File: config.mk
export PLATFORM = sky130hd
export DESIGN_NAME = mb_addr_gen
export DESIGN_NICKNAME = d
export VERILOG_FILES = /design/src/mb_pkg.sv /design/src/mb_addr_gen.sv
export VERILOG_INCLUDE_DIRS = /design/src
export SDC_FILE = /design/constraint.sdc
export NUM_CORES = 1
export LEC_CHECK = 0
export BUFFER_PORTS_ARGS = -buffer_cell sky130_fd_sc_hd__clkbuf_2
export CAP_MARGIN = 20
export CORE_MARGIN = 10
export CORE_UTILIZATION = 30
export DETAILED_ROUTE_END_ITERATION = 7
export RECOVER_POWER = 100
export SLEW_MARGIN = 15
export SYNTH_ARGS = -nofsm -noshare
export SYNTH_HDL_FRONTEND = slang
export SYNTH_SLANG_ARGS = --single-unit
File: constraint.sdc
create_clock -name hclk -period 4.5 [get_ports hclk]
set_clock_uncertainty 0.2 [all_clocks]
set_input_delay 1.125 -clock hclk [delete_from_list [all_inputs] [get_ports hclk]]
set_output_delay 1.125 -clock hclk [all_outputs]
set_load 0.05 [all_outputs]
File: src/mb_settings.svh
/* memory bridge constants: register offsets, word widths, burst size,
   buffer page geometry and reset values */
`ifndef MB_SETTINGS_SVH
`define MB_SETTINGS_SVH

`define MB_ADDR64_W    29     // word address and length width
`define MB_DATA_W      64
`define MB_BURST_LEN   16     // beats per full burst
`define MB_PAGE_WORDS  128
`define MB_PAGES       4
`define MB_WIDTH_W     14     // frame width field

// wishbone word offsets
`define MB_REG_CTRL    3'd0
`define MB_REG_LO_ADDR 3'd1
`define MB_REG_SIZE    3'd2
`define MB_REG_START   3'd3
`define MB_REG_LEN     3'd4
`define MB_REG_WIDTH   3'd5
`define MB_REG_MODE    3'd6
`define MB_REG_STATUS  3'd7

`define MB_MODE_RESET  4'd3   // default cache attribute

`endif

File: src/mb_pkg.sv
/* memory bridge types: bus groups, configuration set and enums */
`default_nettype none
`include "mb_settings.svh"

package mb_pkg;

    typedef struct packed {
        logic        cyc;
        logic        stb;
        logic        we;
        logic [2:0]  adr;  // word offset
        logic [31:0] dat;
    } wb_req_t;

    typedef struct packed {
        logic        ack;
        logic [31:0] dat;  // valid with ack
    } wb_rsp_t;

    typedef struct packed {
        logic [31:0] addr; // byte address
        logic [3:0]  len;  // beats minus 1
        logic [3:0]  cache;
    } axi_aw_t;

    typedef struct packed {
        logic [`MB_DATA_W-1:0] data;
        logic                  last;
    } axi_w_t;

    typedef struct packed {
        logic                  we;
        logic                  next_page;
        logic [`MB_DATA_W-1:0] data;
    } buf_wr_t;

    typedef struct packed {
        logic [`MB_ADDR64_W-1:0] lo_addr64;  // window base, 16-word aligned
        logic [`MB_ADDR64_W-1:0] size64;     // window size
        logic [`MB_ADDR64_W-1:0] start64;    // start relative to lo_addr64
        logic [`MB_ADDR64_W-1:0] len64;      // words per transfer
        logic [`MB_WIDTH_W-1:0]  width64;    // words per frame line
        logic                    reset_addr; // reload start64 on start
        logic [3:0]              cache;
    } mb_cfg_t;

    // ctrl bits 2:1
    typedef enum logic [1:0] {
        cmd_none        = 2'b00,
        cmd_start_reset = 2'b01,
        cmd_continue    = 2'b11
    } ctrl_cmd_e;

    typedef enum logic [1:0] {
        xs_idle,
        xs_run,
        xs_drain
    } xfer_state_e;

endpackage

`default_nettype wire

File: src/mb_addr_gen.sv
/* burst address generator: steps through the system memory window
   in 16-word bursts with rollover, drives the write address channel */
`timescale 1ns/1ps
`default_nettype none
`include "mb_settings.svh"

module mb_addr_gen (
    input  wire                  hclk,
    input  wire                  hrst,
    input  wire mb_pkg::mb_cfg_t cfg_i,
    input  wire                  start_i,
    input  wire                  run_i,
    output mb_pkg::axi_aw_t      aw_o,
    output logic                 aw_valid_o,
    input  wire                  aw_ready_i,
    output logic                 aw_fire_o
);
    localparam int aw_w = `MB_ADDR64_W;

    logic [aw_w-1:0] rel_addr;   // relative to lo_addr64
    logic [aw_w-1:0] left;       // words not yet addressed
    logic [aw_w-1:0] addr64;
    logic            last_burst; // look-ahead, one cycle behind left
    logic            rollover;   // current burst is the last in window
    logic [3:0]      len_nxt;
    logic            prime;      // lets look-ahead settle after start
    logic            issue;

    assign aw_fire_o = aw_valid_o && aw_ready_i;
    assign addr64    = cfg_i.lo_addr64 + rel_addr;
    assign issue     = run_i && !start_i && !prime && !aw_valid_o && (left != '0);

    always_ff @(posedge hclk) begin
        last_burst <= !(|left[aw_w-1:4]);
        rollover   <= rel_addr[aw_w-1:4] == (cfg_i.size64[aw_w-1:4] - 1'b1);
        len_nxt    <= (|left[aw_w-1:4]) ? 4'hf : (left[3:0] - 4'd1); // partial tail
    end

    always_ff @(posedge hclk) begin
        if (hrst) begin
            aw_valid_o <= 1'b0;
            prime      <= 1'b0;
            rel_addr   <= '0;
            left       <= '0;
        end else begin
            prime <= start_i;
            if (start_i) begin
                left <= cfg_i.len64;
                if (cfg_i.reset_addr) begin
                    rel_addr <= cfg_i.start64;  // else continue from last stop
                end
            end else if (issue) begin
                left <= last_burst ? '0 : (left - aw_w'(`MB_BURST_LEN));
                if (last_burst) begin
                    rel_addr <= rel_addr + left[3:0];
                end else if (rollover) begin
                    rel_addr <= '0;             // wrap to window base
                end else begin
                    rel_addr <= rel_addr + aw_w'(`MB_BURST_LEN);
                end
            end
            if (issue) begin
                aw_valid_o <= 1'b1;
            end else if (aw_ready_i) begin
                aw_valid_o <= 1'b0;             // held until accepted
            end
        end
    end

    always_ff @(posedge hclk) begin
        if (issue) begin
            aw_o.addr  <= {addr64, 3'b000};     // words to bytes
            aw_o.len   <= len_nxt;
            aw_o.cache <= cfg_i.cache;
        end
    end

endmodule

`default_nettype wire

# == Word-level counts from Yosys, hierarchy flattened ==
# Index checks and enable logic that the tools add are counted.
# op_classes
add_sub_neg,6
n_eq_ne,2
mux,10
n_reduce_logical,14
# op_table
op,count
$mux 29,8
$add 29x29->29,1
$add 29x4->29,1
$add 29x5->29 const B,1
$reduce_bool 29->1,1
$sub 29x5->29 const B,1
$eq 25x25->1,1
$reduce_or 25->1,1
$sub 25x1->25 const B,1
$logic_and 1x1->1,5
$logic_not 1->1,4
$reduce_bool 2->1,2
$sub 4x1->4 const B,1
$mux 1,2
$ne 2x2->1 const B,1
$reduce_and 2->1,1
# totals
register_bits,103
in_bits,140
output_inout_bits,42
word_cells,42

# == Logic depth before layout (Yosys ltp) ==
# logic_depth
word_depth,7
mapped_depth,11
depth_no_buf,11

# == Least setup slack after synthesis ==
# OpenSTA, ideal clock, no wires.
# synth_path
kind,input to register
startpoint,in cfg_i[111] in the netlist's numbering
endpoint,"reg aw_o[39] in the netlist's numbering, data pin"
setup_ns,0.265
t_arrival_ns,3.108
t_required_ns,4.035
path_slack_ns,0.927
cell_stages,9
path_buffers,0
cell_sequence,ha_1 -> a21o_1 -> nor3_1 -> a211oi_1 -> o311ai_0 -> a21oi_1 -> o41a_1 -> a221oi_1 -> xnor2_1
# synth_via
elab_chain_len,1
# synth_lines
element,line_no,source
"start, declared",mb_addr_gen.sv:10,"input wire mb_pkg::mb_cfg_t cfg_i,"
$add 29x29->29,mb_addr_gen.sv:30,assign addr64 = cfg_i.lo_addr64 + rel_addr;
net addr64[28],mb_addr_gen.sv:22,logic [aw_w-1:0] addr64;
"end, declared",mb_addr_gen.sv:13,"output mb_pkg::axi_aw_t aw_o,"
# The timed path passes the listed nets, and every way through them passes these cells.
# A chain may end at the register's enable or synchronous reset.

# == Worst setup path in the final report ==
# layout_path
startpoint,reg left[19]
endpoint,reg rel_addr[24]
# layout_via
elab_chain_len,4
# layout_lines
element,line_no,source
"start, declared",mb_addr_gen.sv:21,logic [aw_w-1:0] left;
"start signal, assigned",mb_addr_gen.sv:48,left <= cfg_i.len64;
"start signal, assigned",mb_addr_gen.sv:53,left <= last_burst ? '0 : (left - aw_w'(`MB_BURST_LEN));
$reduce_bool 29->1,mb_addr_gen.sv:31,assign issue = run_i && !start_i && !prime && !aw_valid_o && (left != '0);
$logic_and 1x1->1,mb_addr_gen.sv:31,
$reduce_bool 2->1 (no line),--,
$reduce_and 2->1 (no line),--,
"end signal, assigned",mb_addr_gen.sv:50,rel_addr <= cfg_i.start64;
"end signal, assigned",mb_addr_gen.sv:55,rel_addr <= rel_addr + left[3:0];
"end signal, assigned",mb_addr_gen.sv:59,rel_addr <= rel_addr + aw_w'(`MB_BURST_LEN);
"end, declared",mb_addr_gen.sv:20,logic [aw_w-1:0] rel_addr;
# No other way between the ends.

==> flow_summary.json <==
{
  "maxClockFrequency_mhz": 256,
  "fin_util": 0.358,
  "fin_total_pwr_mw": 2.53,
  "clk-insertion-delay-late_ns": 0.36,
  "die_h_um": 174,
  "root_buffer": "clkbuf_16",
  "cts-resized-gates": 0,
  "die_x_um": 174,
  "yosysSeqAreaShare": 0.340,
  "max-vdd-ir-drop_uv": 185,
  "required_ns": 4.59,
  "route.detailed.drc": 0,
  "pre_cts_ws_ns": 0.329,
  "cts_tree": "yes",
  "cp-start-kind": "flip-flop",
  "vias_per_cell": 5.08,
  "fp-row-count": 56,
  "mostFrequentLayoutCell": "clkbuf_2",
  "cts.path.max_buffers": 2,
  "status": "finished, violations left",
  "io_buffers": 160,
  "antenna_found_initial": 3,
  "clk_pin_slew_worst_paths_ns": 0.08,
  "grt_use_total": 0.141,
  "fillers": 2466,
  "cts_htree_levels": 3,
  "ys.flop_type": "dfxtp_1",
  "syn_area_mm2": 0.00715,
  "post_drt_wl_per_cell_um": 17.1,
  "dr.pass1.iters": 5,
  "cts_sinks": 103,
  "wirelength_mm": 22.4,
  "leakage_nw": 3.32,
  "power.density_mw_per_mm2": 301,
  "finalWeightedCongestion": 0.841,
  "antenna_left": 0,
  "yosysWarnings": 0,
  "setup_viol": 0,
  "min_period_ns": 3.90,
  "synth_area_per_cell_um2": 8.44,
  "grt_pass1_wl_mm": 34.5,
  "multi_input_area_mm2": 0.00439,
  "overflow": 0,
  "crit_arrival_ns": 3.99,
  "hp-class": "reg -> reg",
  "slew_headroom": -0.0446,
  "reg2reg_setup_slack_ns": 0.60,
  "fin_tns_setup_ns": 0,
  "worstHoldEndpoint": "aw_o[4]$_DFFE_PP_",
  "ys_ff_latch": 103,
  "final-seq-area_mm2": 0.00243,
  "drive_gt1_frac": 0.155,
  "drt_iter0_drc": 517,
  "cts_buffers": 9,
  "synthToLayoutAreaGrowth_pct": 17.4,
  "maxCapViolations": 1,
  "tightest_slew_ns": 1.57,
  "grt_pass1_vias": 6325,
  "hold_depth": 0,
  "hold_start": "len_nxt[0]$_SDFF_PN1_",
  "rr_endpoint": "rel_addr[24]$_SDFFE_PP0P_",
  "grt_start_max_net_pins": 65,
  "finalCritPeriodShare": 0.868,
  "vias": 6665,
  "dp_hpwl_mm": 17.5,
  "hold_buffers": 0,
  "setup.worst_path.class": "reg -> reg",
  "r2r_start": "left[19]$_SDFFE_PP0P_",
  "core_area_mm2": 0.0235,
  "mostFrequentLayoutCells": "clkbuf_2, nor2_1, nand2_1, a21oi_1, dfxtp_1",
  "post-cts-setup-buffer-count": 0,
  "path_max_fanout": 27,
  "start_util": 0.305,
  "setup.worst_path.end_class": "flip-flop",
  "final_nets": 1166,
  "synth_edf_count": 37,
  "hold_violations": 0,
  "violations": "capacitance limit, slew limit",
  "drv_slew": 29,
  "fin_ws_ns": 0.595,
  "die-area_mm2": 0.0304,
  "worstRegToRegCells": 9,
  "syn_inst": 847,
  "synth_cell_types": 77,
  "rsz0062_at_grt": "false",
  "ys_async_sr_fraction": 0,
  "io_pins": 182
}
==> final cells by class <==
type / count / area share
clock buffers: 9 / 0.0268
repair buffers: 168 / 0.0946
inverters: 25 / 0.0112
well taps: 319 / 0.0475
multi-input cells: 680 / 0.522
diodes: 2 / 0.000596
flip-flops and latches: 103 / 0.290
clock inverters: 7 / 0.00701
==> stage by stage <==
step                      hold slack [ns]  area (um^2)  cells
after floorplan                     0.186         7160    849
after global placement              0.189         8210   1294
after detailed placement            0.190         8210   1294
after CTS                           0.208         8500   1310
after global routing                0.212         8390   1311
final                               0.205         8390   1313
==> kinds of logic (layout without fill, tap and decap cells) <==
| family | Yosys count | count (layout) | synth area share |
|---|---|---|---|
| flops | 103 | 103 | 0.340 |
| other cells | 1 | 5 | 0.000525 |
| mux | 6 | 6 | 0.00875 |
| simple gates | 311 | 311 | 0.216 |
| buf+inv | 66 | 209 | 0.0404 |
| xor+xnor | 85 | 85 | 0.104 |
| compound gates | 236 | 236 | 0.219 |
| fa+ha+maj | 39 | 39 | 0.0704 |
==> cells in the mapped netlist, types with 12 or more instances <==
master | count | area [um^2]
a21o_1 | 17 | 128
a21oi_1 | 65 | 325
a221oi_1 | 12 | 105
clkbuf_1 | 21 | 78.8
dfxtp_1 | 66 | 1320
edfxtp_1 | 37 | 1110
ha_1 | 37 | 463
inv_1 | 25 | 93.8
nand2_1 | 69 | 259
nand2b_1 | 12 | 75.1
nand3_1 | 13 | 65.1
nand4_1 | 13 | 81.3
nor2_1 | 97 | 364
nor2b_1 | 14 | 87.6
nor3_1 | 39 | 195
o21ai_0 | 35 | 175
o21ai_1 | 18 | 90.1
xnor2_1 | 56 | 490
xor2_1 | 29 | 254
==> worst max path at each step <==
| stage | slack [ns] | cells after the start | end | start |
|---|---|---|---|---|
| 6_report | 0.60 | 9 | rel_addr[24]$_SDFFE_PP0P_ | left[19]$_SDFFE_PP0P_ |
| 5_1_grt | 0.36 | 9 | rel_addr[23]$_SDFFE_PP0P_ | left[19]$_SDFFE_PP0P_ |
| 2_1_floorplan | 0.93 | 9 | aw_o[39]$_DFFE_PP_ | cfg_i[111] |
| 4_1_cts | 0.69 | 10 | aw_o[39]$_DFFE_PP_ | cfg_i[111] |
| 3_3_place_gp | 0.34 | 10 | aw_o[39]$_DFFE_PP_ | cfg_i[111] |
| 3_5_place_dp | 0.33 | 10 | aw_o[39]$_DFFE_PP_ | cfg_i[111] |
==> state kept, by name (all words and copies together), names as in the netlist <==
| name | count |
|---|---|
| last_burst | 1 |
| rollover | 1 |
| prime | 1 |
| left | 29 |
| rel_addr | 29 |
| aw_valid_o | 1 |
| aw_o | 37 |
| len_nxt | 4 |
==> report_power, final <==
group          leakage [nW]  internal (mW)  switching (mW)
clock                 0.142          0.388           0.393
sequential            0.885           1.04          0.0681
combinational          2.29          0.252           0.389
total                  3.32           1.68           0.850
==> metal layers <==
layer,share of wire,global-route usage
met4,0.0090,0.0278
met1,0.45,0.180
met5,0.0012,0
met3,0.076,0.0455
met2,0.46,0.230
==> worst max-delay path, cell delays in order (launching register included) <==
cell      delay, ns
dfxtp_1        0.35
or3_1          0.44
or4_1          0.45
and4bb_1       0.40
a211oi_1       0.13
buf_4          0.28
a21oi_1        0.56
clkbuf_1       0.63
a21oi_1        0.12
a211oi_2       0.27
Power figures use the tool's default switching activity.
