`src/mb_settings.svh`:
```
/* memory bridge constants: register offsets, word widths, burst size,
   buffer page geometry and reset values */
`ifndef MB_SETTINGS_SVH
`define MB_SETTINGS_SVH

`define MB_ADDR64_W    29     // word address and length width
`define MB_DATA_W      64
`define MB_BURST_LEN   16     // beats per full burst
`define MB_PAGE_WORDS  128
`define MB_PAGES       4
`define MB_WIDTH_W     14     // frame width field

// wishbone word offsets
`define MB_REG_CTRL    3'd0
`define MB_REG_LO_ADDR 3'd1
`define MB_REG_SIZE    3'd2
`define MB_REG_START   3'd3
`define MB_REG_LEN     3'd4
`define MB_REG_WIDTH   3'd5
`define MB_REG_MODE    3'd6
`define MB_REG_STATUS  3'd7

`define MB_MODE_RESET  4'd3   // default cache attribute

`endif

```
`src/mb_pkg.sv`:
```
/* memory bridge types: bus groups, configuration set and enums */
`default_nettype none
`include "mb_settings.svh"

package mb_pkg;

    typedef struct packed {
        logic        cyc;
        logic        stb;
        logic        we;
        logic [2:0]  adr;  // word offset
        logic [31:0] dat;
    } wb_req_t;

    typedef struct packed {
        logic        ack;
        logic [31:0] dat;  // valid with ack
    } wb_rsp_t;

    typedef struct packed {
        logic [31:0] addr; // byte address
        logic [3:0]  len;  // beats minus 1
        logic [3:0]  cache;
    } axi_aw_t;

    typedef struct packed {
        logic [`MB_DATA_W-1:0] data;
        logic                  last;
    } axi_w_t;

    typedef struct packed {
        logic                  we;
        logic                  next_page;
        logic [`MB_DATA_W-1:0] data;
    } buf_wr_t;

    typedef struct packed {
        logic [`MB_ADDR64_W-1:0] lo_addr64;  // window base, 16-word aligned
        logic [`MB_ADDR64_W-1:0] size64;     // window size
        logic [`MB_ADDR64_W-1:0] start64;    // start relative to lo_addr64
        logic [`MB_ADDR64_W-1:0] len64;      // words per transfer
        logic [`MB_WIDTH_W-1:0]  width64;    // words per frame line
        logic                    reset_addr; // reload start64 on start
        logic [3:0]              cache;
    } mb_cfg_t;

    // ctrl bits 2:1
    typedef enum logic [1:0] {
        cmd_none        = 2'b00,
        cmd_start_reset = 2'b01,
        cmd_continue    = 2'b11
    } ctrl_cmd_e;

    typedef enum logic [1:0] {
        xs_idle,
        xs_run,
        xs_drain
    } xfer_state_e;

endpackage

`default_nettype wire

```
`src/mb_data_seq.sv`:
```
/* buffer data sequencer: walks frame lines through the page buffer and
   streams the words as write data beats with wlast */
`timescale 1ns/1ps
`default_nettype none
`include "mb_settings.svh"

module mb_data_seq (
    input  wire                   hclk,
    input  wire                   hrst,
    input  wire mb_pkg::mb_cfg_t  cfg_i,
    input  wire                   start_i,
    input  wire                   run_i,
    input  wire                   page_ready_i,
    output logic                  next_page_o,
    output logic                  rd_o,
    output logic [8:0]            raddr_o,
    input  wire [`MB_DATA_W-1:0]  rdata_i,
    output mb_pkg::axi_w_t        w_o,
    output logic                  w_valid_o,
    input  wire                   w_ready_i,
    output logic                  left_zero_o
);
    localparam int aw_w = `MB_ADDR64_W;
    localparam int ww_w = `MB_WIDTH_W;

    logic [aw_w-1:0] left;         // words not yet read
    logic [ww_w-1:0] col;          // column in current line
    logic [1:0]      rpage;        // buffer page being read
    logic [2:0]      pages_ready;
    logic [3:0]      beat;         // beat in burst
    logic            last_word;
    logic            last_in_line;
    logic            last_in_page;
    logic            rd_d;         // read in flight
    logic            last_d;       // wlast for the word in flight
    logic [1:0]      occ;          // output stage entries
    logic            pop;
    mb_pkg::axi_w_t  q0;
    mb_pkg::axi_w_t  q1;
    mb_pkg::axi_w_t  q_new;

    assign last_word    = left == aw_w'(1);
    assign last_in_line = col == (cfg_i.width64 - 1'b1);
    assign last_in_page = last_in_line || (&col[6:0]) || last_word; // tail frees page too
    assign pop          = w_valid_o && w_ready_i;
    assign rd_o         = run_i && (left != '0) && (pages_ready != 3'd0)
                          && ((3'(occ) + 3'(rd_d) - 3'(pop)) < 3'd2); // room incl. in flight
    assign raddr_o      = {rpage, col[6:0]};
    assign q_new        = '{data: rdata_i, last: last_d};
    assign w_o          = q0;
    assign w_valid_o    = occ != 2'd0;
    assign left_zero_o  = (left == '0) && !rd_d && (occ == 2'd0); // all beats gone

    always_ff @(posedge hclk) begin
        if (hrst) begin
            left        <= '0;
            col         <= '0;
            beat        <= '0;
            rpage       <= '0;
            pages_ready <= '0;
            next_page_o <= 1'b0;
            rd_d        <= 1'b0;
            occ         <= '0;
        end else begin
            next_page_o <= rd_o && last_in_page;
            pages_ready <= pages_ready + 3'(page_ready_i) - 3'(rd_o && last_in_page);
            rd_d        <= rd_o;
            occ         <= occ + 2'(rd_d) - 2'(pop);
            if (start_i) begin
                left <= cfg_i.len64;
                col  <= '0;
                beat <= '0;
            end else if (rd_o) begin
                left <= left - 1'b1;
                col  <= last_in_line ? '0 : (col + 1'b1);
                beat <= beat + 4'd1;
            end
            if (rd_o && last_in_page) begin
                rpage <= rpage + 2'd1;
            end
        end
    end

    // two-entry output stage, q0 is the head
    always_ff @(posedge hclk) begin
        if (rd_o) begin
            last_d <= (&beat) || last_word;     // every 16th and the final beat
        end
        case ({rd_d, pop})
            2'b10: begin
                if (occ == 2'd0) begin
                    q0 <= q_new;
                end else begin
                    q1 <= q_new;
                end
            end
            2'b01: q0 <= q1;
            2'b11: begin
                if (occ == 2'd1) begin
                    q0 <= q_new;
                end else begin
                    q0 <= q1;
                    q1 <= q_new;
                end
            end
            default: ;
        endcase
    end

endmodule

`default_nettype wire

```
`config.mk`:
```
export PLATFORM = sky130hd
export DESIGN_NAME = mb_data_seq
export DESIGN_NICKNAME = d
export VERILOG_FILES = /design/src/mb_pkg.sv /design/src/mb_data_seq.sv
export VERILOG_INCLUDE_DIRS = /design/src
export SDC_FILE = /design/constraint.sdc
export NUM_CORES = 1
export LEC_CHECK = 0
export BUFFER_PORTS_ARGS = -buffer_cell sky130_fd_sc_hd__buf_2
export CAP_MARGIN = 20
export CORE_MARGIN = 3
export CORE_UTILIZATION = 38
export CTS_CLUSTER_SIZE = 10
export DETAILED_ROUTE_END_ITERATION = 6
export PLACE_DENSITY = 0.66
export SYNTH_ARGS = -nofsm -noshare
export SYNTH_HDL_FRONTEND = slang
export SYNTH_SLANG_ARGS = --single-unit
```
`constraint.sdc`:
```
create_clock -name hclk -period 4.1 [get_ports hclk]
set_clock_uncertainty 0.15 [all_clocks]
set_input_delay 0.41 -clock hclk [delete_from_list [all_inputs] [get_ports hclk]]
set_output_delay 0.41 -clock hclk [all_outputs]
set_load 0.02 [all_outputs]
```
======== Word-level counts from Yosys, hierarchy flattened ========
Index checks and enable logic that the tools add are counted.
storage, ports and cells
  register bits after elaboration ......... 187
  input bits .............................. 205
  logic and storage cells ................. 67
operators by class
  add/sub/neg operators ................... 11
  order comparisons ....................... 1
  eq/ne operators ......................... 9
  muxes and demuxes ....................... 9
  reductions and logical operators ........ 24
operators by type and width
  operator                                                                 number
  65-bit 2-to-1 mux                                                        4
  65-bit case mux with 3 select lines                                      1
  65-bit case mux with 2 select lines                                      1
  29-bit 2-to-1 mux                                                        2
  29-bit by 1-bit equality test with 1-bit output (second input constant)  1
  29-bit logical NOT                                                       1
  29-bit nonzero test                                                      1
  29-bit by 1-bit subtractor with 29-bit output (second input constant)    1
  14-bit by 1-bit adder with 14-bit output (second input constant)         1
  14-bit equality test                                                     1
  14-bit 2-to-1 mux                                                        1
  14-bit by 1-bit subtractor with 14-bit output (second input constant)    1
  1-bit logical AND                                                        7
  7-bit AND reduction                                                      1
  2-bit != test (second input constant)                                    3
  2-bit nonzero test                                                       3
  3-bit nonzero test                                                       2
  3-bit by 1-bit subtractor with 3-bit output                              2
  4-bit by 1-bit adder with 4-bit output (second input constant)           1
  2-bit by 1-bit equality test with 1-bit output (second input constant)   2
  2-bit equality test (second input constant)                              2
  4-bit AND reduction                                                      1
  2-bit by 1-bit adder with 3-bit output                                   1
  3-bit by 1-bit adder with 3-bit output                                   1
  10 further kinds                                                         12

======== Depth between registers and ports, before layout ========
  depth after elaboration ................. 7
  depth in mapped cells ................... 19
  depth with buffers taken out ............ 18

======== Least setup slack after synthesis ========
Ideal clock, no wire load.
  path type ............................... in2reg
  start point ............................. in cfg_i[5] (netlist bit)
  end point ............................... reg pages_ready[2]
  library setup time ...................... 128 ps
  arrival ................................. 3726 ps
  slack ................................... 97 ps
  cell stages on the path ................. 17
  cell sequence ........................... clkbuf_1 inv_1 ha_1 or4b_1 clkbuf_2 or4_1 and4_4 a2111oi_4 nand4_2 a21oi_2 ha_1 inv_1 ha_1 fa_1 xnor2_1 xnor2_1 nor2_1
between the ends
  cells in the longest elaborated chain, start to end .. 6
RTL lines
  what                                           line               text
  from (decl)                                    mb_data_seq.sv:10  input wire mb_pkg::mb_cfg_t cfg_i,
  14-bit by 1-bit subtractor with 14-bit output  mb_data_seq.sv:43  assign last_in_line = col == (cfg_i.width64 - 1'b1);
  14-bit equality test                           mb_data_seq.sv:43
  1-bit logical OR (2 in series)                 mb_data_seq.sv:44  assign last_in_page = last_in_line || (&col[6:0]) || last_word;
  1-bit logical AND                              mb_data_seq.sv:66  pages_ready <= pages_ready + 3'(page_ready_i) - 3'(rd_o && last_in_page);
  3-bit by 1-bit subtractor with 3-bit output    mb_data_seq.sv:66
  to (signal assigned)                           mb_data_seq.sv:66
  to (decl)                                      mb_data_seq.sv:29  logic [2:0] pages_ready;
Every way passes these cells.
A chain may end at the register's enable or synchronous reset.

======== Worst setup path after layout ========
  start point ............................. reg occ[1]
  end point ............................... out rd_o
between the ends
  cells in the longest elaborated chain, start to end .. 5
  elaborated cells between the ends (all ways) .. 6
  classes of those cells .................. add/sub: 2; order compare: 1; reduce/logical: 3
RTL lines
  what                                                                                            line               text
  from (decl)                                                                                     mb_data_seq.sv:36  logic [1:0] occ;
  from (signal assigned)                                                                          mb_data_seq.sv:68  occ <= occ + 2'(rd_d) - 2'(pop);
  parallel branches: the longest is 2 deep, another holds 2-bit by 1-bit adder with 3-bit output  --
  3-bit by 1-bit subtractor with 3-bit output (*)                                                 mb_data_seq.sv:47  && ((3'(occ) + 3'(rd_d) - 3'(pop)) < 3'd2);
  3-bit by 2-bit < comparator with 1-bit output (*)                                               mb_data_seq.sv:47
  1-bit logical AND (*)                                                                           mb_data_seq.sv:47
  to (decl)                                                                                       mb_data_seq.sv:15  output logic rd_o,
Mark *: on every way between the ends.

==> metrics.txt <==
count of hold-fix buffers inserted at cts 29; type of element launching the critical path flop; Die ar. 0.02341 mm2; relative max-transition margin 0.3791; RSZ-0062 raised after global routing no; clock-pin slew on the worst setup and hold paths around 0.08 ns; ports placed on the boundary 283; Gates resized, CTS repair 0; most used flip-flop cell after synthesis sky130_fd_sc_hd__edfxtp_1; die width 153.0 um; outcome complete, no violations; setup ws final 0.3458 ns; area taken by flip-flops and latches approximately 0.005 mm2; weighted congestion reported at the end of routability-driven placement 0.8245; clock tree from TritonCTS yes; Syn Std Cell Area 0.008210 mm2; vias in the first global route 5503; fin crit share 0.9157; Final Hold Fails 0; routed via count 5626; area of the multi-input gates 0.002910 mm2; number of nets in the finished design 1076; average routed wire per standard cell 15.70 um; GRT Resource Usage Total 0.1530; number of buffers between clock root and the deepest sink 2; f_max approximately 0.27 GHz; count of cell types in the netlist 58; average cell area after synthesis 12.81 um2; critical path data required time 3.54 ns; half-perimeter wire length of the detailed placement result 12170 um; relative area change from synthesis to final layout 26.61%; area share of the largest cell type after synthesis 0.4791; arrival time at the worst endpoint 3.19 ns; number of sinks handled by clock tree synthesis 187; Post-Syn Instances 641; vertical extent of the die roughly 150 um; number of max-cap violations 0; critical-path maximum fanout 15; drt via density between 4 and 5; most area-consuming cells after synthesis sky130_fd_sc_hd__edfxtp_1 (48%), sky130_fd_sc_hd__dfxtp_1 (14%), sky130_fd_sc_hd__mux2_2 (9.1%); post-synthesis register bit count 187; root buffer selected by CTS sky130_fd_sc_hd__clkbuf_16; net count after synthesis 858; path class of the lowest-slack min-delay path primary input to flop; total congestion overflow after global routing 0; Setup Fix Bufs, Post-CTS 0; final core occ 0.4914; sequential cell area fraction in the yosys report 0.6157; final count of pins violating max slew 0; number of synthesized flops with an enable pin 131; n_diodes 0; proportion of register bits with asynchronous set or reset after synthesis 0; Final min period 3.754 ns; type of the worst setup path flop to output pin; starting density of the core 0.3881; first-pass detailed-route iteration total 4; count of buffers from port buffering 190; Total Negative Setup Slacks 0 ns; total power 0.005749 W; number of failing setup endpoints in the final timing report 0; Critical-path top delay cell sky130_fd_sc_hd__fa_1; global-route wire length before repair 29110 um; std cell rows 53; drt first-iter violations 313; total CTS buffers 17; post-synthesis cell type with the largest combined area sky130_fd_sc_hd__edfxtp_1; Cell Pwr Density approximately 550 mW/mm2; largest net degree at the start of global routing 66; Setup WS pre-CTS 0.06070 ns; peak supply drop 0.2640 mV; leakage power 3.885 nW; clock network latency to the later pin of the worst-skew pair 0.43 ns; Least-Margin Pin Slew 0.9314 ns; wire length reported by the detailed router 18000 um; number of remaining DRC errors 0; Clock H-tree levels 4; critical path capture point type output pin; worst-case hold slack ~0.022 ns; number of warnings reported in the yosys synthesis log 0; layout cell share with drive strength beyond 1 0.3647; highest cell delay on the worst timing path 0.42 ns; chain of cells forming the critical path nor2_1 -> nor2b_1 -> ha_1 -> inv_1 -> ha_1 -> inv_1 -> fa_1 -> o311ai_0 -> nor2_1 -> nand2_2 -> buf_4 -> clkinv_1 -> buf_2; fill cell total of the finished layout 1906; Core Region ~0.021 mm2; antenna violations before repair 0; final antenna-violating net count 0
Yosys cell counts (3+ instances only):
library cell,instances
sky130_fd_sc_hd__buf_1,3
sky130_fd_sc_hd__or3_1,7
sky130_fd_sc_hd__dfxtp_1,56
sky130_fd_sc_hd__nand2_1,28
sky130_fd_sc_hd__mux2_2,66
sky130_fd_sc_hd__a31oi_1,5
sky130_fd_sc_hd__buf_4,7
sky130_fd_sc_hd__edfxtp_1,131
sky130_fd_sc_hd__or4_1,4
sky130_fd_sc_hd__nor4_1,16
sky130_fd_sc_hd__o21ai_0,10
sky130_fd_sc_hd__nor3_1,29
sky130_fd_sc_hd__nor2b_1,7
sky130_fd_sc_hd__xor2_1,16
sky130_fd_sc_hd__nor2_1,62
sky130_fd_sc_hd__a21oi_1,12
sky130_fd_sc_hd__clkbuf_1,24
sky130_fd_sc_hd__ha_1,10
sky130_fd_sc_hd__nand2b_1,4
sky130_fd_sc_hd__inv_1,16
sky130_fd_sc_hd__mux2i_1,6
sky130_fd_sc_hd__nand3_1,8
sky130_fd_sc_hd__o211ai_1,3
sky130_fd_sc_hd__xnor2_1,38
sky130_fd_sc_hd__nand4_1,15
sky130_fd_sc_hd__a211oi_1,14
sky130_fd_sc_hd__a311oi_1,6
placed cells by master, fill, tap and decap left out, types with 8 or more instances in the layout:
cell | synthesis | layout
sky130_fd_sc_hd__a211oi_1 | 14 | 14
sky130_fd_sc_hd__clkbuf_16 | 0 | 17
sky130_fd_sc_hd__inv_1 | 16 | 16
sky130_fd_sc_hd__a21oi_1 | 12 | 12
sky130_fd_sc_hd__buf_4 | 7 | 17
sky130_fd_sc_hd__edfxtp_1 | 131 | 131
sky130_fd_sc_hd__nor2_1 | 62 | 62
sky130_fd_sc_hd__o21ai_0 | 10 | 9
sky130_fd_sc_hd__nor4_1 | 16 | 16
sky130_fd_sc_hd__dlygate4sd3_1 | 0 | 30
sky130_fd_sc_hd__dfxtp_1 | 56 | 56
sky130_fd_sc_hd__nor3_1 | 29 | 29
sky130_fd_sc_hd__mux2_2 | 66 | 66
sky130_fd_sc_hd__nand2_1 | 28 | 28
sky130_fd_sc_hd__xnor2_1 | 38 | 38
sky130_fd_sc_hd__ha_1 | 10 | 10
sky130_fd_sc_hd__nand3_1 | 8 | 8
sky130_fd_sc_hd__nand4_1 | 15 | 15
sky130_fd_sc_hd__buf_2 | 2 | 190
sky130_fd_sc_hd__xor2_1 | 16 | 16
final cells by class:
cell class | instances | share of cell area
multi-input combinational | 397 | 0.2800
sequential | 187 | 0.4863
clock inverter | 15 | 0.01866
inverter | 18 | 0.006500
timing repair buffer | 238 | 0.1346
tap | 275 | 0.03310
clock buffer | 17 | 0.04092
metrics by stage:
stage | cell area, um2 | cells
3_5_place_dp | 9475 | 1085
4_1_cts | 10390 | 1146
2_1_floorplan | 8210 | 641
6_report | 10400 | 1147
3_3_place_gp | 9475 | 1085
5_1_grt | 10400 | 1147
cells by family after synthesis:
| logic type | after synthesis | share of synthesized area |
|---|---|---|
| xor gates and xnor gates | 54 | 0.05760 |
| DFF | 187 | 0.6157 |
| muxes | 73 | 0.09921 |
| AOI/OAI and AO/OA | 67 | 0.05913 |
| and+or+nand+nor | 191 | 0.1167 |
| adders and majority gates | 12 | 0.02012 |
| buffers and inverters | 57 | 0.03154 |
path summary, 6_finish.rpt:
path / slack (ns) / startpoint / cells after the start / to
worst max-delay path: 0.35 / occ[1] / 13 / rd_o
worst min-delay path: 0.02 / rdata_i[1] / 1 / q1[2]
worst max register to register: 0.57 / occ[1] / 18 / pages_ready[2]
worst min register to register: 0.35 / last_d / 0 / q1[0]
report_power, final:
group          internal, W  switching, W
logic             0.000546      0.000948
clock network     0.000850      0.000858
registers          0.00244      0.000103
worst max-delay path: cells and delay by family, from the launching register on:
kind,cells,cell delay [ns]
adder cells (fa/ha/maj),3,0.86
flip-flops,1,0.31
AO/OA/AOI/OAI,1,0.10
AND/OR/NAND/NOR,4,0.50
buffers and inverters,5,0.99
flip-flops by register name, summed over array words and instances (netlist names):
register	flops
q1	65
beat	4
pages_ready	3
rpage	2
last_d	1
w_o	65
col	14
rd_d	1
left	29
occ	2
next_page_o	1
metal layers:
metal | part of all wire | GRT usage
met1 | 0.47 | 0.2116
met2 | 0.46 | 0.2466
met3 | 0.054 | 0.03114
met4 | 0.0094 | 0.04285
met5 | 0 | 0
Note: power is estimated with default switching activity, not from simulation.
