`src/mb_settings.svh`:
```
/* memory bridge constants: register offsets, word widths, burst size,
   buffer page geometry and reset values */
`ifndef MB_SETTINGS_SVH
`define MB_SETTINGS_SVH

`define MB_ADDR64_W    29     // word address and length width
`define MB_DATA_W      64
`define MB_BURST_LEN   16     // beats per full burst
`define MB_PAGE_WORDS  128
`define MB_PAGES       4
`define MB_WIDTH_W     14     // frame width field

// wishbone word offsets
`define MB_REG_CTRL    3'd0
`define MB_REG_LO_ADDR 3'd1
`define MB_REG_SIZE    3'd2
`define MB_REG_START   3'd3
`define MB_REG_LEN     3'd4
`define MB_REG_WIDTH   3'd5
`define MB_REG_MODE    3'd6
`define MB_REG_STATUS  3'd7

`define MB_MODE_RESET  4'd3   // default cache attribute

`endif

```
`src/mb_pkg.sv`:
```
/* memory bridge types: bus groups, configuration set and enums */
`default_nettype none
`include "mb_settings.svh"

package mb_pkg;

    typedef struct packed {
        logic        cyc;
        logic        stb;
        logic        we;
        logic [2:0]  adr;  // word offset
        logic [31:0] dat;
    } wb_req_t;

    typedef struct packed {
        logic        ack;
        logic [31:0] dat;  // valid with ack
    } wb_rsp_t;

    typedef struct packed {
        logic [31:0] addr; // byte address
        logic [3:0]  len;  // beats minus 1
        logic [3:0]  cache;
    } axi_aw_t;

    typedef struct packed {
        logic [`MB_DATA_W-1:0] data;
        logic                  last;
    } axi_w_t;

    typedef struct packed {
        logic                  we;
        logic                  next_page;
        logic [`MB_DATA_W-1:0] data;
    } buf_wr_t;

    typedef struct packed {
        logic [`MB_ADDR64_W-1:0] lo_addr64;  // window base, 16-word aligned
        logic [`MB_ADDR64_W-1:0] size64;     // window size
        logic [`MB_ADDR64_W-1:0] start64;    // start relative to lo_addr64
        logic [`MB_ADDR64_W-1:0] len64;      // words per transfer
        logic [`MB_WIDTH_W-1:0]  width64;    // words per frame line
        logic                    reset_addr; // reload start64 on start
        logic [3:0]              cache;
    } mb_cfg_t;

    // ctrl bits 2:1
    typedef enum logic [1:0] {
        cmd_none        = 2'b00,
        cmd_start_reset = 2'b01,
        cmd_continue    = 2'b11
    } ctrl_cmd_e;

    typedef enum logic [1:0] {
        xs_idle,
        xs_run,
        xs_drain
    } xfer_state_e;

endpackage

`default_nettype wire

```
`src/mb_xfer_ctrl.sv`:
```
/* transfer controller: tracks issued bursts and write responses,
   runs the engines and forms busy and done */
`timescale 1ns/1ps
`default_nettype none
`include "mb_settings.svh"

module mb_xfer_ctrl (
    input  wire                  hclk,
    input  wire                  hrst,
    input  wire mb_pkg::mb_cfg_t cfg_i,
    input  wire                  start_i,
    input  wire                  en_i,
    input  wire                  aw_fire_i,
    input  wire                  left_zero_i,
    input  wire                  b_valid_i,
    output logic                 run_o,
    output logic                 busy_o,
    output logic                 done_o,
    output logic [7:0]           bursts_o
);
    localparam int aw_w = `MB_ADDR64_W;

    mb_pkg::xfer_state_e state;
    logic [aw_w-5:0]     aw_left;  // bursts still to be addressed
    logic [7:0]          resps;
    logic                all_sent;
    logic                all_acked;

    assign all_sent  = left_zero_i && (aw_left == '0);
    assign all_acked = resps == bursts_o;
    assign run_o     = state == mb_pkg::xs_run;
    assign busy_o    = state != mb_pkg::xs_idle;

    always_ff @(posedge hclk) begin
        if (hrst) begin
            state    <= mb_pkg::xs_idle;
            aw_left  <= '0;
            bursts_o <= '0;
            resps    <= '0;
            done_o   <= 1'b0;
        end else begin
            if (aw_fire_i) begin
                bursts_o <= bursts_o + 8'd1;
                aw_left  <= aw_left - 1'b1;
            end
            if (b_valid_i) begin
                resps <= resps + 8'd1;  // b_ready is always high
            end
            case (state)
                mb_pkg::xs_idle: begin
                    if (start_i && en_i) begin
                        state    <= mb_pkg::xs_run;
                        aw_left  <= cfg_i.len64[aw_w-1:4] + (|cfg_i.len64[3:0]); // ceil /16
                        bursts_o <= '0;
                        resps    <= '0;
                    end
                end
                mb_pkg::xs_run: begin
                    if (all_sent) begin
                        state <= mb_pkg::xs_drain;
                    end
                end
                mb_pkg::xs_drain: begin
                    if (all_acked) begin
                        state <= mb_pkg::xs_idle; // busy falls with done rising
                    end
                end
                default: state <= mb_pkg::xs_idle;
            endcase
            if (start_i || !en_i) begin
                done_o <= 1'b0;
            end else if ((state == mb_pkg::xs_drain) && all_acked) begin
                done_o <= 1'b1;
            end
        end
    end

endmodule

`default_nettype wire

```
`config.mk`:
```
export PLATFORM = sky130hd
export DESIGN_NAME = mb_xfer_ctrl
export DESIGN_NICKNAME = d
export VERILOG_FILES = /design/src/mb_pkg.sv /design/src/mb_xfer_ctrl.sv
export VERILOG_INCLUDE_DIRS = /design/src
export SDC_FILE = /design/constraint.sdc
export NUM_CORES = 1
export LEC_CHECK = 0
export BUFFER_PORTS_ARGS = -buffer_cell sky130_fd_sc_hd__buf_2
export CAP_MARGIN = 5
export CORE_MARGIN = 10
export CORE_UTILIZATION = 44
export DETAILED_ROUTE_END_ITERATION = 8
export GPL_TIMING_DRIVEN = 0
export PLACE_DENSITY = 0.81
export SYNTH_ARGS = -nofsm -noshare
export SYNTH_HDL_FRONTEND = slang
export SYNTH_SLANG_ARGS = --single-unit
```
`constraint.sdc`:
```
create_clock -name hclk -period 2.4 [get_ports hclk]
set_clock_uncertainty 0.05 [all_clocks]
set_input_delay 0 -clock hclk [delete_from_list [all_inputs] [get_ports hclk]]
set_output_delay 0 -clock hclk [all_outputs]
set_load 0.01 [all_outputs]
```
## Word-level counts from Yosys, hierarchy flattened

Index checks and enable logic that the tools add are counted.
W data, S select, Z words.

- Register bits: 44
- Bits in latches: 0
- Memory bits (writable): 0
- Memory bits (read-only): 0
- Input bits: 142
- Output and inout port bits: 11
- Word-level logic and storage cells: 39
- Memories kept: 0

- Add/subtract/negate cells: 4
- Multiply operators: 0
- Divide/modulo/power cells: 0
- $lt $le $gt $ge: 0
- Equality and inequality tests: 6
- Shift-type cells: 0
- Mux-type cells: 13
- Bitwise operators: 0
- Reductions and logical operators: 11

Operators with widths:

| kind | number |
|---|---|
| $mux W25 | 3 |
| $mux W8 | 6 |
| $add A25 B1 Y25 | 1 |
| $logic_not A25 Y1 | 1 |
| $sub A25 B1 Y25 const B | 1 |
| $add A8 B1 Y8 const B | 2 |
| $eq A8 B8 Y1 | 1 |
| $mux W2 | 3 |
| $pmux W2 S3 | 1 |
| $ne A2 B2 Y1 const B | 2 |
| $reduce_or A4 Y1 | 1 |
| $logic_and A1 B1 Y1 | 3 |
| $reduce_and A3 Y1 | 1 |
| $eq A2 B1 Y1 const B | 1 |
| $eq A2 B2 Y1 const B | 1 |
| $logic_not A2 Y1 | 1 |
| $ne A2 B1 Y1 const B | 1 |
| $reduce_bool A2 Y1 | 1 |
| $reduce_or A2 Y1 | 1 |
| $logic_not A1 Y1 | 1 |
| $logic_or A1 B1 Y1 | 1 |

## Logic depth before layout (Yosys ltp)

Gate-level depths: netlist of the first run.

- Depth after elaboration: 4
- Mapped depth: 8

## Worst setup path before layout of the first run

No wires, ideal clock.

- Path kind: register to register
- From: register aw_left[15]
- To: register state[0]
- Setup time: 0.115 ns
- Data arrival time: 1.796 ns
- Required time: 2.235 ns
- Setup slack: 0.438 ns
- Cell stages (with the launch flop): 7
- Buffers on the path: 1
- Cells stage by stage: dfxtp_1 > or4_4 > or3_1 > buf_6 > nor4_2 > nand3_1 > and3_1

- Longest elaborated chain between the ends: 4

RTL lines:

| element | line | RTL |
|---|---|---|
| from (decl) | mb_xfer_ctrl.sv:24 | `logic [aw_w-5:0] aw_left;` |
| from (signal assigned) | mb_xfer_ctrl.sv:44 | `aw_left <= aw_left - 1'b1;` |
| from (signal assigned) | mb_xfer_ctrl.sv:53 | `aw_left <= cfg_i.len64[aw_w-1:4] + (\|cfg_i.len64[3:0]);` |
| $logic_not A25 Y1 | mb_xfer_ctrl.sv:29 | `assign all_sent = left_zero_i && (aw_left == '0);` |
| $logic_and A1 B1 Y1 | mb_xfer_ctrl.sv:29 |  |
| $ne A2 B1 Y1 (no source line) | n/a |  |
| $reduce_and A3 Y1 (no source line) | n/a |  |
| to (signal assigned) | mb_xfer_ctrl.sv:36 | `state <= mb_pkg::xs_idle;` |
| to (signal assigned) | mb_xfer_ctrl.sv:52 | `state <= mb_pkg::xs_run;` |
| to (signal assigned) | mb_xfer_ctrl.sv:60 | `state <= mb_pkg::xs_drain;` |
| to (decl) | mb_xfer_ctrl.sv:23 | `mb_pkg::xfer_state_e state;` |

Every way passes these cells.
A chain may end at the register's enable or synchronous reset.

## Worst setup path in the final report of the first run

- From: register state[1]
- To: register resps[5]

- Longest elaborated chain between the ends: 2

RTL lines:

| element | line | RTL |
|---|---|---|
| $logic_not A2 Y1 | mb_xfer_ctrl.sv:49 | `case (state)` |
| $mux W8 | mb_xfer_ctrl.sv:49 |  |
| to (signal assigned) | mb_xfer_ctrl.sv:47 | `resps <= resps + 8'd1;` |
| to (decl) | mb_xfer_ctrl.sv:25 | `logic [7:0] resps;` |

Every way passes these cells.

==> results of run 1 <==
==> report_power, final <==
group,switching (W),internal [W]
Combinational,0.000243,0.000213
Clock,0.000245,0.000198
Sequential,0.0000659,0.000788
==> cell families (layout without fill, tap and decap cells) <==
kind of cell,after synthesis,count (layout),synth area share
DFF,44,44,0.341
xor gates and xnor gates,68,68,0.231
buffers and inverters,16,79,0.0262
other,0,1,0
adders and majority gates,6,6,0.0291
muxes,2,2,0.00775
AOI/OAI and AO/OA,30,30,0.0785
and+or+nand+nor,138,138,0.287
==> routing by layer <==
metal | share of wire | vias up
li1 | - | 1208
met1 | 0.47 | 1088
met2 | 0.47 | 67
met3 | 0.041 | 7
met4 | 0.014 | 0
met5 | 0 | -
==> final cells by class <==
class / instances / area [um^2] / area share
diodes: 1 / 2.50 / 0.000810
plain buffers: 11 / 51.3 / 0.0166
clock buffers: 6 / 72.6 / 0.0235
clock inverters: 1 / 5.00 / 0.00162
inverters: 5 / 18.8 / 0.00607
multi-input cells: 244 / 1630 / 0.529
flip-flops and latches: 44 / 881 / 0.285
well taps: 72 / 90.1 / 0.0291
repair buffers: 56 / 335 / 0.109
==> timing repair <==
item / 4_1_cts / 5_1_grt
hold buffers: 11 / 0
setup endpoints to repair: 0 / 5
resized for setup: 0 / 4
hold endpoints to repair: 10 / 0
==> how the worst max path moves through the flow <==
stage	slack, ns	cells past startpoint	from	end
floorplan	0.44	6	aw_left[15]	state[0]
global placement	0.24	6	state[1]	aw_left[11]
detailed placement	0.16	6	state[1]	aw_left[11]
CTS	0.12	6	state[1]	aw_left[13]
global route	0.06	6	state[1]	resps[5]
finish	0.25	6	state[1]	resps[5]
==> critical path, cell delays in order (launching register included) <==
cell and delay, ns:
dfxtp_1 0.36, or2_2 0.31, nor2_1 0.34, or2_2 0.18
clkbuf_1 0.28, clkbuf_1 0.39, nor2_1 0.11
==> flip-flops by register name, summed over array words and instances (netlist names) <==
signal / cells
aw_left: 25
state: 2
resps: 8
bursts_o: 8
done_o: 1
==> stage by stage <==
| step | worst slack (ns) | instances | power, W | util | hold WS, ns |
|---|---|---|---|---|---|
| floorplan | 0.438 | 304 | 0.00118 | - | 0.0267 |
| global placement | 0.236 | 421 | 0.00129 | 0.517 | 0.131 |
| global route | 0.0551 | 440 | 0.00184 | 0.551 | 0.0135 |
| finish | 0.253 | 440 | 0.00175 | 0.551 | -0.00261 |
| detailed placement | 0.158 | 421 | 0.00130 | 0.517 | 0.135 |
| CTS | 0.124 | 439 | 0.00175 | 0.550 | 0.000892 |
==> layout by cell type, fill, tap and decap left out, types with 6 or more instances in the layout <==
cell type / instances
buf_2: 45
nor2_1: 40
nand3_1: 16
xor2_1: 32
nand2_1: 20
dfxtp_1: 44
nand4_1: 15
a211oi_1: 7
dlygate4sd3_1: 11
and3_1: 6
clkbuf_1: 9
o22ai_1: 18
xnor2_1: 36
nor3_1: 12
ha_1: 6
==> flow_summary.ini, run 1 <==
[global_route]
track_usage = 0.128
grt_pass1_wl_mm = 10.4
top_usage_layer = met2
grtUsageMet2 = 0.212
grt_max_degree = 13
overflow = 0
globalRouteMet3Util = 0.0227
grt_pass1_vias = 2278
antenna_found_initial = 1
met1_usage = 0.158

[finish]
fillCellCount = 532
final_area_mm2 = 0.00309
area_growth_pct = 19.7
final_nets = 515
drive_gt1_frac = 0.174

[die]
ios = 153
die_area_mm2 = 0.00933
die_y_um = 96.6
start_util = 0.461
die_w_um = 96.6
fp.coreArea_mm2 = 0.00561
fp-row-count = 27

[routing]
drc_errors = 0
first_pass_iters = 4
drt_wl_total_mm = 6.36
wl_per_cell_um = 14.5
vias = 2370
drt_iter0_markers = 122
final_antenna_net_count = 0
viasPerCell = 5.39

[clocking]
path_clk_slew_ns = 0.08
cts-buffers-inserted = 5
clk_path_buf_depth = 2
cts.sinks = 44
post-cts-setup-buffers = 0
cts_max_level = 2
cts_tree = built
root_buffer = clkbuf_8
clk_latency_ns = 0.30

[timing]
period_share = 0.895
rsz0062_at_grt = false
setup_viol_count_final = 0
hold_slack_ns = -0.00261
fmax_ghz = 0.466
slew_headroom = 0.522
setup-tns-final_ns = 0
maxSlewViolCount = 0
worstMarginPinSlew_ns = 0.710
finalHoldViolations = 1
period_needed_ns = 2.15

[worst_hold_path]
hold_path.class = in2reg
min_path_cells = 3
hold_path.startpoint = cfg_i[29]
min_to = aw_left[6]

[place]
place_area_mm2 = 0.00290
place_congestion = 0.866
portBuffers = 45
hpwl_mm = 4.77

[yosys]
yosysMostFrequentCell = dfxtp_1
yosys-top-cells-area = dfxtp_1, xnor2_1, xor2_1
ys_ff_latch = 44
ys_warn_count = 0
syn_inst = 304
yosysTopAreaCellShare = 0.341
synth_common_cells = dfxtp_1, nor2_1, xnor2_1
synth_cell_type_count = 33
synth_edf_count = 0
syn_area_mm2 = 0.00258
synth_async_sr_flop_share = 0
synth-seq-area-share = 0.341
postSynthAreaPerCell_um2 = 8.49
syn-num-nets = 452
synth_top_cell_by_area = dfxtp_1
yosys_most_used_dff = dfxtp_1

[worst_setup_path]
cp-end-kind = flop
path_max_fanout = 10
start_kind = flop
cp.arrival_ns = 2.27
worstSetupPathType = reg2reg
cp_data_required_time_ns = 2.52
r2r_cells = 6
r2r_setup_slack_ns = 0.25
r2r_start = state[1]
timing.rr.end = resps[5]

[power_and_ir_drop]
powerDensity_mw_per_mm2 = 567
peakVddDrop_mv = 0.236
p_leak_nw = 1.16

[run_status]
outcome = complete, but fails checks
violations = hold timing

[run]
maxCapViolCount = 0
Note: power is estimated with default switching activity, not from simulation.
==> run 2: changes to the inputs <==
- CORE_UTILIZATION: 44 -> 40
- PLACE_DENSITY: 0.81 -> 0.75
- SETUP_SLACK_MARGIN: unset -> 0.5
==> run 2 against run 1 <==
Against the previous run:
- the flow now finishes without violations
- maximum frequency up 9.4%
- worst hold slack better by 0.0083 ns
- flip-flop and latch count unchanged
- sequential power up 0.8%
- critical path depth unchanged
- final area up 4.5%
- power up 9.7%
- register-to-register slack better by 0.18 ns
- clock power up 27%
- critical path type unchanged
- largest cell class unchanged
==> flow_summary.ini, run 2 (synthesized netlist as in run 1, its figures left out) <==
[timing]
fmax_ghz = 0.509
period_share = 0.818
setup-tns-final_ns = 0
period_needed_ns = 1.96
rsz0062_at_grt = true
worstMarginPinSlew_ns = 0.513
slew_headroom = 0.655
finalHoldViolations = 0
maxSlewViolCount = 0
fin_ws_ns = 0.437
setup_viol_count_final = 0

[finish]
diodes = 0
final_cell_mix = buf_2, nor2_1, xnor2_1, dfxtp_1, xor2_1
regMostFlops = aw_left
top_regs = aw_left (25), bursts_o (8), resps (8)
final_nets = 518
area_growth_pct = 25.0
drive_gt1_frac = 0.237
largest_reg_flops = 25
final_common_cell = buf_2

[global_route]
grt_pass1_wl_mm = 10.5
overflow = 0
antenna_found_initial = 0
grt_pass1_vias = 2353
grt_max_degree = 14
track_usage = 0.123

[run_status]
outcome = finished, final reports clean

[clocking]
path_clk_slew_ns = 0.08
clk_latency_ns = 0.30
cts.sinks = 44
clk_path_buf_depth = 2
root_buffer = clkbuf_8
cts_tree = built
cts_max_level = 2
cts-buffers-inserted = 5

[worst_setup_path]
crit_start = aw_left[15]
crit_buf_inv = 1
timing.rr.end = aw_left[23]
crit_path_top_delay_cell = or4_4
timing.critical_path.cells = or4_4, or3_4, buf_6, nor3_1, xnor2_1, o22ai_1
path_max_fanout = 6
cp_data_required_time_ns = 2.53
worstSetupPathType = reg2reg
critPathMaxStageDelay_ns = 0.54
r2r_start = aw_left[15]
cp.arrival_ns = 2.09
start_kind = flop
r2r_setup_slack_ns = 0.44
r2r_cells = 6
crit_family = simple AND/OR/NAND/NOR gates
cp-end-kind = flop

[die]
die_area_mm2 = 0.0101
die_y_um = 100
ios = 153
fp-row-count = 29
start_util = 0.409
fp.coreArea_mm2 = 0.00631
die_w_um = 100

[worst_hold_path]
hold_path.startpoint = cfg_i[44]
hold_path.class = in2reg
min_path_cells = 3
min_to = aw_left[21]

[routing]
wl_per_cell_um = 14.5
first_pass_iters = 4
drc_errors = 0
viasPerCell = 5.23
drt_iter0_markers = 162
vias = 2345
drt_wl_total_mm = 6.48
final_antenna_net_count = 0

[place]
portBuffers = 45
place_ws_ns = 0.136
hpwl_mm = 4.70
place_congestion = 0.869

[power_and_ir_drop]
p_total_w = 0.00192
p_leak_nw = 1.22
peakVddDrop_mv = 0.248
powerDensity_mw_per_mm2 = 596

[run]
maxCapViolCount = 0
-- run 2: stage by stage --
stage | std cells | util | hold slack, ns | instance area, um^2
2_1_floorplan | 304 | - | 0.0267 | 2580
3_3_place_gp | 426 | 0.460 | 0.131 | 2900
3_5_place_dp | 426 | 0.460 | 0.140 | 2900
4_1_cts | 446 | 0.502 | 0.00358 | 3170
5_1_grt | 448 | 0.511 | 0.0119 | 3230
6_report | 448 | 0.511 | 0.00567 | 3230
-- run 2: repair_timing --
item,CTS,global route
endpoints found under the setup margin,35,38
hold buffers,9,0
hold endpoints to repair,8,0
pin swaps,6,4
gates resized for setup,13,17
buffers inserted,3,2
-- run 2: area by class of cell --
cell class,count,area [um^2]
fill,607,3080
multi-input combinational,244,1700
sequential,44,893
timing repair buffer,59,353
tap,77,96.3
clock buffer,6,72.6
buffer,11,58.8
clock inverter,2,35.0
inverter,5,18.8
-- run 2: metal layers --
metal	up-vias	share of wire	GRT usage
met5	-	0	0
met1	1075	0.47	0.154
met3	10	0.028	0.0275
li1	1208	-	-
met2	52	0.49	0.204
met4	0	0.018	0.0424
-- run 2: where the power goes --
| group | total (W) | leakage (nW) | internal [W] | switching, W |
|---|---|---|---|---|
| clock network | 0.000564 | 0.0552 | 0.000309 | 0.000255 |
| registers | 0.000861 | 0.363 | 0.000790 | 0.0000709 |
| logic | 0.000498 | 0.802 | 0.000235 | 0.000263 |
-- run 2: worst max path at each step --
stage	depth (start not counted)	end
3_5_place_dp	6	aw_left[13]
4_1_cts	6	state[0]
2_1_floorplan	6	aw_left[23]
5_1_grt	6	state[1]
6_report	6	aw_left[23]
3_3_place_gp	6	aw_left[15]
-- run 2: worst register-to-register path, delay by kind of cell, from the launching register on --
| kind | cells | cell delay [ns] |
|---|---|---|
| simple gates | 3 | 1.09 |
| flops | 1 | 0.33 |
| buf+inv | 1 | 0.15 |
| xor+xnor | 1 | 0.15 |
| compound gates | 1 | 0.09 |
==> run 3: changes to the inputs <==
- clock period: 2.4 -> 1.9 ns (I/O delays scaled with it)
==> run 3 against run 2 <==
Against the previous run:
- the flow now finishes with violations (hold timing, setup timing)
- via count increased by 9.8%
- largest cell class unchanged
- critical path depth unchanged
- largest power group unchanged
- power is 46% higher
- non-clock buffer count increased by 19
- highest routed layer unchanged
- register-to-register slack got worse by 0.55 ns
==> flow_summary.ini, run 3 (synthesized netlist as in run 1, its figures left out) <==
[run_status]
outcome = complete, but fails checks
violations = hold timing, setup timing

[worst_hold_path]
min_path_cells = 3
hold_path.class = in2reg

[die]
start_util = 0.409
fp.coreArea_mm2 = 0.00631
die_w_um = 100
die_y_um = 100
die_area_mm2 = 0.0101
fp-row-count = 29
ios = 153

[timing]
slew_headroom = 0.528
setup-tns-final_ns = -0.513
maxSlewViolCount = 0
rsz0062_at_grt = true
period_share = 1.06
finalHoldViolations = 1
worstMarginPinSlew_ns = 0.702
period_needed_ns = 2.01
hold_slack_ns = -0.000153
setup_viol_count_final = 7
fin_ws_ns = -0.111
fmax_ghz = 0.497

[worst_setup_path]
cp_data_required_time_ns = 2.06
cp-end-kind = flop
r2r_cells = 6
path_max_fanout = 6
cp.arrival_ns = 2.17
worstSetupPathType = reg2reg
start_kind = flop

[routing]
vias = 2575
final_antenna_net_count = 0
drc_errors = 0
wl_per_cell_um = 16.8
viasPerCell = 5.51
drt_iter0_markers = 151
drt_wl_total_mm = 7.84
first_pass_iters = 4

[finish]
drive_gt1_frac = 0.374
regMostFlops = aw_left
top_regs = aw_left (25), bursts_o (8), resps (8)
fin_cells = 467
fillCellCount = 517
final_common_cell = buf_2
largest_reg_flops = 25
area_growth_pct = 43.5
final_cell_mix = buf_2, nor2_1, xnor2_1
diodes = 0
final_nets = 537

[place]
hpwl_mm = 5.07
dp.cells = 426
place_congestion = 0.778
portBuffers = 45

[power_and_ir_drop]
p_leak_nw = 1.39
powerDensity_mw_per_mm2 = 758
peakVddDrop_mv = 0.504

[global_route]
grt_max_degree = 16
grt_pass1_wl_mm = 12.3
track_usage = 0.146
grt_pass1_vias = 2628
antenna_found_initial = 0
overflow = 0

[clocking]
cts_max_level = 2
cts-buffers-inserted = 5
root_buffer = clkbuf_8
cts_tree = built
path_clk_slew_ns = 0.09
clk_latency_ns = 0.31
clk_path_buf_depth = 2
cts.sinks = 44

[run]
maxCapViolCount = 0
run 3: cell types whose count changed in the layout (fill, tap and decap cells not counted), moves of 4 or more:
cell | before | now
buf_6 | 1 | 5
nor3_1 | 11 | 5
buf_4 | 5 | 18
xnor2_1 | 36 | 32
nor3_4 | 0 | 5
clkbuf_8 | 5 | 10
dfxtp_2 | 7 | 14
dfxtp_1 | 36 | 27
xnor2_2 | 0 | 4
run 3: where the power goes:
group | internal, W | switching (W)
logic | 0.000481 | 0.000459
registers | 0.00100 | 0.000119
clock network | 0.000396 | 0.000349
total | 0.00188 | 0.000926
run 3: worst max-delay path, cell delays in order, from the launching register on:
cell and delay, ns:
dfxtp_2 0.33, or4_4 0.52, or3_1 0.34, buf_6 0.16
nor4_4 0.15, nand3_2 0.15, o31ai_2 0.21
run 3: what timing repair did:
action / CTS / global route
setup endpoints to repair: 41 / 44
cloned: 0 / 0
gates resized for setup: 44 / 25
hold endpoints to repair: 11 / 0
hold buffers: 12 / 0
pin swaps: 24 / 20
setup buffers: 13 / 8
run 3: worst paths after layout:
check | slack (ns) | end | startpoint
worst min register to register | 0.46 | state[1] | state[1]
worst min-delay path | -0.0002 | aw_left[10] | cfg_i[33]
worst max register to register | -0.11 | state[1] | aw_left[16]
worst max-delay path | -0.11 | state[1] | aw_left[16]
run 3: metal layers:
layer	GRT usage	routed length, um	vias up
li1	-	-	1250
met1	0.171	3210	1239
met2	0.259	4190	74
met3	0.0282	299	12
met4	0.0457	132	0
met5	0	0	-
run 3: area by class of cell:
class                      instances  area (um^2)  area share
multi-input combinational        244         1920       0.518
sequential                        44          910       0.246
timing repair buffer              78          518       0.140
buffer                            11          124      0.0334
tap                               77         96.3      0.0260
clock buffer                       5         68.8      0.0186
clock inverter                     3         47.5      0.0128
inverter                           5         21.3     0.00574
run 3: stage by stage:
stage	worst slack [ns]	total power, W	cell area [um^2]	util
after floorplan	-0.0127	0.00155	2710	-
after global placement	-0.127	0.00169	3030	0.480
after detailed placement	-0.137	0.00171	3030	0.480
after CTS	-0.131	0.00265	3550	0.562
after global routing	-0.170	0.00292	3700	0.587
final	-0.111	0.00281	3700	0.587
